<file path="src/include/l2c_defs.svh">
`ifndef L2C_DEFS_SVH
`define L2C_DEFS_SVH

// array geometry
`define L2C_WAYS 4
`define L2C_SETS 16

// word address split
`define L2C_IDX_W 4
`define L2C_TAG_W 8
`define L2C_ADDR_W 12

// data word and byte enables
`define L2C_DATA_W 32
`define L2C_BEN_W 4

// one lru age per way, 0 is most recent
`define L2C_AGE_W 2

`endif

</file>
<file path="src/design/l2c_req_pkg.sv">
`include "l2c_defs.svh"

package l2c_req_pkg;

  typedef enum logic [1:0] {
    OP_READ  = 2'd0,
    OP_WRITE = 2'd1, // merge bytes, hit only
    OP_FILL  = 2'd2
  } l2c_op_t;

  // tag sits above index in the word address
  typedef struct packed {
    logic [`L2C_TAG_W-1:0] tag;
    logic [`L2C_IDX_W-1:0] index;
  } l2c_addr_t;

  typedef logic [`L2C_DATA_W-1:0] l2c_data_t;

  typedef logic [`L2C_BEN_W-1:0] l2c_ben_t;

endpackage

</file>
<file path="src/design/l2c_repl_pkg.sv">
`include "l2c_defs.svh"

package l2c_repl_pkg;

  // one bit per way
  typedef logic [`L2C_WAYS-1:0] l2c_way_vec_t;

  // lru age, WAYS-1 is the eviction candidate
  typedef logic [`L2C_AGE_W-1:0] l2c_age_t;

endpackage

</file>
<file path="src/design/l2c_way_if.sv">
`include "l2c_defs.svh"

interface l2c_way_if
  import l2c_req_pkg::*, l2c_repl_pkg::*;
();

  // request side
  logic                  lookup;
  logic                  commit;
  l2c_op_t               op;
  logic [`L2C_TAG_W-1:0] tag;
  logic [`L2C_IDX_W-1:0] index;
  l2c_data_t             wdata;
  l2c_ben_t              ben;

  // per way results, one element per way
  l2c_way_vec_t hit_vec;
  l2c_way_vec_t valid_vec;
  l2c_age_t     age_vec   [`L2C_WAYS];
  l2c_data_t    rdata_arr [`L2C_WAYS];

  // merged results
  l2c_way_vec_t sel;
  l2c_age_t     target_age;
  logic         done;
  logic         hit_r;
  l2c_data_t    rdata_r;

  modport feed (
    output lookup, commit, op, tag, index, wdata, ben,
    input  done
  );

  modport way (
    input  lookup, commit, op, tag, index, wdata, ben, sel, target_age,
    output hit_vec, valid_vec, age_vec, rdata_arr
  );

  modport drain (
    input  lookup, op, hit_vec, valid_vec, age_vec, rdata_arr,
    output sel, target_age, done, hit_r, rdata_r
  );

endinterface

</file>
<file path="src/design/l2c_req_ctrl.sv">
module l2c_req_ctrl
  import l2c_req_pkg::*;
(
  input  logic      clk,
  input  logic      rst,
  input  logic      req,
  input  l2c_op_t   op,
  input  l2c_addr_t addr,
  input  l2c_data_t wdata,
  input  l2c_ben_t  ben,
  output logic      ack,
  l2c_way_if.feed   bus
);

  logic busy;
  logic start;

  // new request only once the previous ack has been seen low
  assign start = req && !ack && !busy;

  // ways write on the same edge that raises ack
  assign bus.commit = bus.done && busy;

  always_ff @(posedge clk) begin
    if (rst) begin
      busy       <= 1'b0;
      ack        <= 1'b0;
      bus.lookup <= 1'b0;
    end else begin
      bus.lookup <= start; // one cycle strobe
      if (start) begin
        busy <= 1'b1;
      end
      if (bus.done && busy) begin
        ack <= 1'b1;
      end else if (ack && !req) begin
        // host dropped req so the handshake closes
        ack  <= 1'b0;
        busy <= 1'b0;
      end
    end
  end

  // request fields held for the whole transaction
  always_ff @(posedge clk) begin
    if (start) begin
      bus.op    <= op;
      bus.tag   <= addr.tag;
      bus.index <= addr.index;
      bus.wdata <= wdata;
      bus.ben   <= ben;
    end
  end

  // ack only after a lookup has gone through the ways and the merger
  ack_after_lookup: assert property (
    @(posedge clk) disable iff (rst)
    $rose(ack) |-> busy && $past(busy, 3)
  ) else $error("ack rose without a request in flight");

endmodule

</file>
<file path="src/design/l2c_way.sv">
`include "l2c_defs.svh"

module l2c_way
  import l2c_req_pkg::*, l2c_repl_pkg::*;
#(
  parameter int WAY_ID = 0
) (
  input logic    clk,
  input logic    rst,
  l2c_way_if.way bus
);

  logic [`L2C_TAG_W-1:0] tag_mem  [`L2C_SETS];
  l2c_data_t             data_mem [`L2C_SETS];
  l2c_age_t              age_mem  [`L2C_SETS];
  logic [`L2C_SETS-1:0]  valid_mem;

  // addressed entry, registered on lookup
  logic [`L2C_TAG_W-1:0] tag_q;
  l2c_data_t             data_q;
  l2c_age_t              age_q;
  logic                  valid_q;

  logic sel_me;
  logic age_upd;

  function automatic l2c_data_t byte_merge(
    input l2c_ben_t  be,
    input l2c_data_t old_w,
    input l2c_data_t new_w
  );
    l2c_data_t res;
    for (int b = 0; b < `L2C_BEN_W; b++) begin
      res[8*b +: 8] = be[b] ? new_w[8*b +: 8] : old_w[8*b +: 8];
    end
    return res;
  endfunction

  assign sel_me  = bus.sel[WAY_ID];
  assign age_upd = bus.commit && (|bus.sel); // any selected access ages the set

  assign bus.hit_vec[WAY_ID]   = valid_q && (tag_q == bus.tag);
  assign bus.valid_vec[WAY_ID] = valid_q;
  assign bus.age_vec[WAY_ID]   = age_q;
  assign bus.rdata_arr[WAY_ID] = data_q;

  // tag and data storage
  always_ff @(posedge clk) begin
    if (bus.lookup) begin
      tag_q  <= tag_mem[bus.index];
      data_q <= data_mem[bus.index];
    end
    if (bus.commit && sel_me) begin
      if (bus.op == OP_FILL) begin
        tag_mem[bus.index]  <= bus.tag;
        data_mem[bus.index] <= bus.wdata;
      end else if (bus.op == OP_WRITE) begin
        data_mem[bus.index] <= byte_merge(bus.ben, data_q, bus.wdata);
      end
    end
  end

  // valid bits and lru ages
  always_ff @(posedge clk) begin
    if (rst) begin
      valid_mem <= '0;
      valid_q   <= 1'b0;
      age_q     <= '0;
      for (int s = 0; s < `L2C_SETS; s++) begin
        age_mem[s] <= l2c_age_t'(WAY_ID); // ways start ordered by id
      end
    end else begin
      if (bus.lookup) begin
        valid_q <= valid_mem[bus.index];
        age_q   <= age_mem[bus.index];
      end
      if (bus.commit && sel_me && bus.op == OP_FILL) begin
        valid_mem[bus.index] <= 1'b1;
      end
      if (age_upd) begin
        if (sel_me) begin
          age_mem[bus.index] <= '0;
        end else if (age_q < bus.target_age) begin
          age_mem[bus.index] <= age_q + 1'b1;
        end
      end
    end
  end

  // sel comes back from the merger two cycles after lookup
  sel_in_commit: assert property (
    @(posedge clk) disable iff (rst)
    bus.sel[WAY_ID] |-> bus.commit
  ) else $error("way %0d selected outside a commit cycle", WAY_ID);

endmodule

</file>
<file path="src/design/l2c_resp_merge.sv">
`include "l2c_defs.svh"

module l2c_resp_merge
  import l2c_req_pkg::*, l2c_repl_pkg::*;
(
  input logic      clk,
  input logic      rst,
  l2c_way_if.drain bus
);

  logic         lk_d; // lookup delayed, way registers valid now
  logic         any_hit;
  l2c_data_t    hit_data;
  l2c_way_vec_t victim;
  l2c_way_vec_t sel_next;
  l2c_age_t     sel_age;

  assign any_hit = |bus.hit_vec;

  always_comb begin
    hit_data = '0;
    for (int w = 0; w < `L2C_WAYS; w++) begin
      if (bus.hit_vec[w]) begin
        hit_data = bus.rdata_arr[w];
      end
    end
  end

  // lowest invalid way first, else the oldest
  always_comb begin
    victim = '0;
    if (&bus.valid_vec) begin
      for (int w = 0; w < `L2C_WAYS; w++) begin
        if (bus.age_vec[w] == l2c_age_t'(`L2C_WAYS - 1)) begin
          victim = l2c_way_vec_t'(1) << w;
        end
      end
    end else begin
      for (int w = `L2C_WAYS - 1; w >= 0; w--) begin
        if (!bus.valid_vec[w]) begin
          victim = l2c_way_vec_t'(1) << w;
        end
      end
    end
  end

  always_comb begin
    if (any_hit) begin
      sel_next = bus.hit_vec;
    end else if (bus.op == OP_FILL) begin
      sel_next = victim;
    end else begin
      sel_next = '0; // read or write miss touches nothing
    end
    sel_age = '0;
    for (int w = 0; w < `L2C_WAYS; w++) begin
      if (sel_next[w]) begin
        sel_age = bus.age_vec[w];
      end
    end
  end

  always_ff @(posedge clk) begin
    if (rst) begin
      lk_d     <= 1'b0;
      bus.done <= 1'b0;
      bus.sel  <= '0;
      bus.hit_r <= 1'b0;
    end else begin
      lk_d     <= bus.lookup;
      bus.done <= lk_d;
      bus.sel  <= lk_d ? sel_next : '0;
      if (lk_d) begin
        bus.hit_r <= any_hit;
      end
    end
  end

  always_ff @(posedge clk) begin
    if (lk_d) begin
      bus.rdata_r    <= hit_data;
      bus.target_age <= sel_age;
    end
  end

  // a tag lives in at most one way of a set
  sel_onehot: assert property (
    @(posedge clk) disable iff (rst)
    $onehot0(bus.sel)
  ) else $error("more than one way selected: %b", bus.sel);

endmodule

</file>
<file path="src/design/l2c_top.sv">
`include "l2c_defs.svh"

module l2c_top
  import l2c_req_pkg::*;
(
  input  logic      clk,
  input  logic      rst,
  input  logic      req,
  input  l2c_op_t   op,
  input  l2c_addr_t addr,
  input  l2c_data_t wdata,
  input  l2c_ben_t  ben,
  output logic      ack,
  output logic      hit,
  output l2c_data_t rdata
);

  l2c_way_if bus_if ();

  l2c_req_ctrl req_ctrl_i (
    .clk   (clk),
    .rst   (rst),
    .req   (req),
    .op    (op),
    .addr  (addr),
    .wdata (wdata),
    .ben   (ben),
    .ack   (ack),
    .bus   (bus_if.feed)
  );

  for (genvar w = 0; w < `L2C_WAYS; w++) begin : g_way
    l2c_way #(
      .WAY_ID (w)
    ) way_i (
      .clk (clk),
      .rst (rst),
      .bus (bus_if.way)
    );
  end

  l2c_resp_merge resp_merge_i (
    .clk (clk),
    .rst (rst),
    .bus (bus_if.drain)
  );

  // results are registered in the merger and held through ack
  assign hit   = bus_if.hit_r;
  assign rdata = bus_if.rdata_r;

endmodule

</file>
<file path="config.mk">
export PLATFORM = sky130hd
export DESIGN_NAME = l2c_top
export DESIGN_NICKNAME = d
export VERILOG_FILES = /design/src/design/l2c_req_pkg.sv /design/src/design/l2c_repl_pkg.sv /design/src/design/l2c_way_if.sv /design/src/design/l2c_req_ctrl.sv /design/src/design/l2c_way.sv /design/src/design/l2c_resp_merge.sv /design/src/design/l2c_top.sv
export VERILOG_INCLUDE_DIRS = /design/src /design/src/include
export SDC_FILE = /design/constraint.sdc
export NUM_CORES = 2
export LEC_CHECK = 0
export BUFFER_PORTS_ARGS = -buffer_cell sky130_fd_sc_hd__buf_2
export CAP_MARGIN = 20
export CORE_MARGIN = 2
export CORE_UTILIZATION = 30
export DETAILED_ROUTE_END_ITERATION = 8
export PLACE_DENSITY = 0.47
export SLEW_MARGIN = 20
export SYNTH_ARGS = -nofsm -noshare
export SYNTH_HDL_FRONTEND = slang
export SYNTH_SLANG_ARGS = --single-unit
</file>
<file path="constraint.sdc">
create_clock -name clk -period 5.53 [get_ports clk]
set_clock_uncertainty 0.1 [all_clocks]
set_input_delay 0.8295 -clock clk [delete_from_list [all_inputs] [get_ports clk]]
set_output_delay 0.8295 -clock clk [all_outputs]
set_load 0.02 [all_outputs]
</file>
[Yosys cells after proc, flatten, opt, wreduce, memory -nomap -nowiden]
Memory sizes are Yosys's and may differ from the RTL's. A register that Yosys moved wholly into a read port is not among the register bits.
Cells that the tools add are included.
Word-level totals
  register bits: 162
  RAM bits: 2688
  input port bits: 53
  output and inout port bits: 34
  word-level logic and storage cells: 224
  memories kept: 12
Operators by class
  add/subtract/negate cells: 4
  $lt $le $gt $ge: 6
  eq/ne operators: 10
  mux-type cells: 127
  bitwise operators: 13
  reduce and logical (&&, ||, !) cells: 30
Memory list
  g_way[0].way_i.data_mem: depth 16, width 32, rd ports 1, clocked after memory_dff 1, write ports 1, RTL line l2c_way.sv:14  | l2c_data_t data_mem [`L2C_SETS];
  g_way[1].way_i.data_mem: depth 16, width 32, rd ports 1, clocked after memory_dff 1, write ports 1, RTL line l2c_way.sv:14
  g_way[2].way_i.data_mem: depth 16, width 32, rd ports 1, clocked after memory_dff 1, write ports 1, RTL line l2c_way.sv:14
  g_way[3].way_i.data_mem: depth 16, width 32, rd ports 1, clocked after memory_dff 1, write ports 1, RTL line l2c_way.sv:14
  g_way[0].way_i.tag_mem: depth 16, width 8, rd ports 1, clocked after memory_dff 1, write ports 1, RTL line l2c_way.sv:13  | logic [`L2C_TAG_W-1:0] tag_mem [`L2C_SETS];
  g_way[1].way_i.tag_mem: depth 16, width 8, rd ports 1, clocked after memory_dff 1, write ports 1, RTL line l2c_way.sv:13
  6 more memories
Operator list (number)
  $mux W32: 8
  $mux W8: 16
  $mux W1: 72
  $or A16 B16 Y16: 4
  $mux W4: 12
  $eq A8 B8 Y1: 4
  $mux W2: 13
  $logic_and A1 B1 Y1: 18
  $bmux W1 S4: 4
  $eq A2 B2 Y1 const B: 5
  $reduce_or A2 Y1: 5
  $add A2 B1 Y2 const B: 4
  $lt A2 B2 Y1: 4
  $or A1 B1 Y1: 8
  $reduce_or A4 Y1: 2
  $lt A4 B5 Y1 const B: 1
  $demux W1 S4: 1
  $ge A4 B1 Y1 const B: 1
  $reduce_and A4 Y1: 1
  $logic_not A1 Y1: 3
  $mux W3: 1
  $eq A2 B1 Y1 const B: 1
  $reduce_bool A2 Y1: 1
  $not A1 Y1: 1

[Depth between registers and ports, before layout]
  depth after elaboration: 12
  depth in mapped cells: 9

[Worst setup path after synthesis]
No wires, ideal clock.
  path kind: in2reg
  start: in req
  end: reg req_ctrl_i.bus.ben[0], enable pin
  setup time: 0.531 ns
  data arrival time: 4.504 ns
  setup slack: 0.395 ns
  stages: 1
  buffers on the path: 0
  cell sequence: nor3b_1
Between the ends
  word-level cells in the longest chain between the ends: 2
Ends and longest elaborated chain
  start, declared: RTL line l2c_top.sv:8  | input logic req,
  $logic_and A1 B1 Y1 (2 in series): RTL line l2c_req_ctrl.sv:19  | assign start = req && !ack && !busy;
  end, declared: RTL line l2c_way_if.sv:30  | output lookup, commit, op, tag, index, wdata, ben,
Every way passes these cells.
A chain may end at the register's enable or synchronous reset.

[Worst setup path in the final report]
  start: reg req_ctrl_i.bus.tag[4]
  end: reg resp_merge_i.bus.rdata_r[22], data pin
Between the ends
  word-level cells in the longest chain between the ends: 6
  elaborated cells between the ends (all ways): 12
Ends and longest elaborated chain
  start, declared: RTL line l2c_way_if.sv:30
  $eq A8 B8 Y1: RTL line l2c_way.sv:42  | assign bus.hit_vec[WAY_ID] = valid_q && (tag_q == bus.tag);
  $logic_and A1 B1 Y1: RTL line l2c_way.sv:42
  $mux W32 (3 in series): RTL line l2c_resp_merge.sv:23  | if (bus.hit_vec[w]) begin
  $mux W32 *: RTL line l2c_resp_merge.sv:23
  via resp_merge_i.hit_data[22]: RTL line l2c_resp_merge.sv:13  | l2c_data_t hit_data;
  end signal, assigned: RTL line l2c_resp_merge.sv:81  | bus.rdata_r <= hit_data;
  end, declared: RTL line l2c_way_if.sv:41  | output sel, target_age, done, hit_r, rdata_r
The timed path passes the listed nets; every way through them passes the cells marked *.

==> metrics.json <==
{
  "numClockSinks": {"value": 3018},
  "grt_overflow": {"value": 0},
  "clk_path_buf_depth": {"value": 4},
  "path_delay_family": {"value": "simple AND/OR/NAND/NOR gates"},
  "die_y": {"value": 627, "unit": "um"},
  "clk_latency": {"value": 0.93, "unit": "ns"},
  "drt-vias-per-instance": {"value": 5.09},
  "worstSetupStartpointType": {"value": "flip-flop"},
  "synth.largest_area_cell": {"value": "edfxtp_1"},
  "max_cap_violations": {"value": 0},
  "global_route.usage.met2": {"value": 0.280},
  "wirelength_per_cell": {"value": 31.2, "unit": "um"},
  "power_leakage": {"value": 0.0411, "unit": "uW"},
  "maxClockFrequency": {"value": 239, "unit": "MHz"},
  "area_delta_synth_final": {"value": 16.2, "unit": "%"},
  "hold-worst-slack": {"value": 0.0494, "unit": "ns"},
  "ios": {"value": 87},
  "grt_use_met1": {"value": 0.236},
  "worst_slew_pin_slew": {"value": 1.23, "unit": "ns"},
  "holdCritPathClass": {"value": "in2reg"},
  "layout.core_utilization": {"value": 0.350},
  "first_iter_violations": {"value": 6155},
  "timing.critical_path.to_type": {"value": "flip-flop"},
  "grt_pass1_vias": {"value": 56400},
  "route.detailed.drc": {"value": 0},
  "ys.flop_type": {"value": "edfxtp_1"},
  "synth_edf_count": {"value": 2932},
  "globalRoute.busiestLayer": {"value": "met2"},
  "cp.required": {"value": 6.05, "unit": "ns"},
  "timing.max_slew.rel_slack": {"value": 0.177},
  "run_status": {"value": "completed"},
  "portBuffers": {"value": 86},
  "part_of_the_cycle_the_worst_path_needs": {"value": 0.757},
  "place_congestion": {"value": 0.790},
  "tritoncts": {"value": "yes"},
  "chipWidth": {"value": 627, "unit": "um"},
  "worst_path_max_delay_cell": {"value": "and3_4"},
  "crit_path_max_fanout": {"value": 68},
  "finalWorstPathRequiredPeriod": {"value": 4.19, "unit": "ns"},
  "net_count_of_the_mapped_netlist": {"value": 5172},
  "synthesis.yosys.warnings": {"value": 0},
  "most_common_cell_in_the_netlist": {"value": "edfxtp_1"},
  "detail_route.first_pass.iterations": {"value": 5},
  "cp_num_buf_inv": {"value": 1},
  "aggregate_negative_setup_slack": {"value": 0, "unit": "ns"},
  "number_of_synthesized_register_bits": {"value": 3018},
  "synth.yosys.seq_area_share": {"value": 0.772},
  "dp.final_hpwl": {"value": 199000, "unit": "um"},
  "post_cts.repair.setup_buffers": {"value": 0},
  "finalSetupViolations": {"value": 0},
  "h-tree-depth": {"value": 5},
  "synth.cells.most_frequent": {"value": "edfxtp_1, mux4_2, nor2_1"},
  "path_clk_slew": {"value": 0.06, "unit": "ns"},
  "starting_density_of_the_core": {"value": 0.301},
  "grt_setup_unrepaired": {"value": "false"},
  "gr-usage-all-layers": {"value": 0.172},
  "clk_root_buffer_cell": {"value": "clkbuf_16"},
  "placement_rows": {"value": 228},
  "ys_types": {"value": 60},
  "first_pass_grt_wire_length": {"value": 471000, "unit": "um"},
  "synthCells": {"value": 5111},
  "grt_start_max_net_pins": {"value": 137},
  "syn_area_per_cell": {"value": 22.8, "unit": "um2"},
  "final_layout_size_suffix_gt1_frac": {"value": 0.323},
  "crit_path_cell_trace": {"value": "buf_4, xor2_1, nor4_4, and3_4, o21ai_0, mux2i_1, o21ai_0"},
  "final-max-slew-violation-count": {"value": 0},
  "synth_async_sr_flop_share": {"value": 0},
  "num_vias": {"value": 55800},
  "power.ir.vdd_worst": {"value": 0.237, "unit": "mV"},
  "core-area": {"value": 0.386, "unit": "mm2"},
  "hold_viol_final": {"value": 0},
  "power_density": {"value": 362, "unit": "mW/mm2"},
  "ant_nets": {"value": 0},
  "timing.critical_path.mode_cell": {"value": "o21ai_0"},
  "path_class": {"value": "reg2reg"},
  "die_area": {"value": 0.393, "unit": "mm2"},
  "endpoint_arrival_time_on_the_critical_path": {"value": 4.70, "unit": "ns"},
  "synth.top_cell.area_share": {"value": 0.757},
  "crit_path_max_incr_delay": {"value": 0.67, "unit": "ns"},
  "post_synth_main_area_contributors": {"value": "edfxtp_1, mux4_2, dfxtp_1"},
  "finalNetCount": {"value": 5544},
  "cts_inserted_buffers": {"value": 326},
  "grt_util_met3": {"value": 0.0262},
  "synth_area": {"value": 0.116, "unit": "mm2"},
  "antenna_found_initial": {"value": 44},
  "routed_wirelength": {"value": 342000, "unit": "um"}
}
stage by stage:
step	setup slack [ns]	total power [uW]	std cells	area, um2
finish	1.34	48900	11000	135000
global route	1.32	50400	10900	135000
CTS	1.39	49400	10900	135000
detailed placement	1.37	27900	10300	124000
global placement	1.43	27900	10300	124000
floorplan	0.395	27000	5111	116000
area by class of cell:
class	count	area, um2
timing repair buffer	326	2550
multi-input combinational	1805	25800
tap	5175	6470
clock inverter	180	1760
clock buffer	404	8620
sequential	3018	89800
fill	35500	251000
inverter	6	22.5
antenna	43	108
sequential cells by signal, summed over array words and instances (netlist names), 2 cells and up:
signal,cells
g_way.way_i.data_q,128
g_way.way_i.valid_q,4
resp_merge_i.bus.sel,4
g_way.way_i.tag_mem,512
req_ctrl_i.bus.ben,4
req_ctrl_i.bus.tag,8
g_way.way_i.valid_mem,64
g_way.way_i.tag_q,32
resp_merge_i.bus.target_age,2
g_way.way_i.age_q,8
req_ctrl_i.bus.index,4
req_ctrl_i.bus.op,2
req_ctrl_i.bus.wdata,32
resp_merge_i.bus.rdata_r,32
g_way.way_i.age_mem,128
g_way.way_i.data_mem,2048
cell families after synthesis:
logic type	count (synthesis)	share of synthesized area
AOI/OAI and AO/OA	165	0.0114
adders and majority gates	8	0.000860
buffers and inverters	288	0.0112
and+or+nand+nor	595	0.0222
xor gates and xnor gates	32	0.00241
DFF	3018	0.772
muxes	1005	0.180
final timing paths:
kind / startpoint / endpoint / slack [ns] / depth (start not counted)
worst max-delay path: req_ctrl_i.bus.tag[4] / resp_merge_i.bus.rdata_r[22] / 1.34 / 7
worst min-delay path: wdata[23] / req_ctrl_i.bus.wdata[23] / 0.05 / 1
worst max register to register: req_ctrl_i.bus.tag[4] / resp_merge_i.bus.rdata_r[22] / 1.34 / 7
worst min register to register: g_way[3].way_i.valid_mem[7] / g_way[3].way_i.valid_mem[7] / 0.37 / 2
per-layer routing:
metal	part of all wire	vias to the layer above
met5	0.000038	-
met4	0.031	2
met3	0.058	481
met2	0.49	1948
met1	0.42	31000
li1	-	22400
worst reg2reg max path: stages (launching register included):
cell and delay [ns]:
edfxtp_1 0.32, buf_4 0.59, xor2_1 0.28, nor4_4 0.63, and3_4 0.67, o21ai_0 0.55, mux2i_1 0.53, o21ai_0 0.26
layout by cell type, fill, tap and decap left out, types with 6 or more instances in the layout:
cell type / n
dlygate4sd3_1: 35
inv_1: 6
nor2_1: 335
nand4_1: 13
a22o_1: 25
clkbuf_1: 68
o21ai_0: 16
dfxtp_1: 84
nand3_1: 40
diode_2: 43
a21o_1: 35
buf_4: 188
xnor2_1: 10
mux2i_1: 17
bufinv_16: 29
clkbuf_16: 332
nor2_4: 66
clkinvlp_4: 11
nand2_1: 68
nor2_2: 15
xor2_1: 22
clkinv_2: 62
clkinv_8: 7
nand2b_1: 9
mux2_2: 128
nor2b_1: 7
a221o_1: 25
buf_2: 85
edfxtp_1: 2932
nor4_1: 8
buf_12: 17
o21bai_1: 32
mux4_2: 860
inv_6: 10
nand3_2: 7
ha_1: 8
clkinv_1: 56
power breakdown:
group	total [uW]	switching [uW]	internal, uW
registers	25500	268	25200
logic	1910	1120	793
clock network	21500	9090	12400
what timing repair did:
action / in CTS / in global routing
hold endpoints to repair: 35 / 0
hold buffers: 35 / 0
gates resized for setup: 0 / 0
No activity file was read; power rests on OpenSTA's default activity.
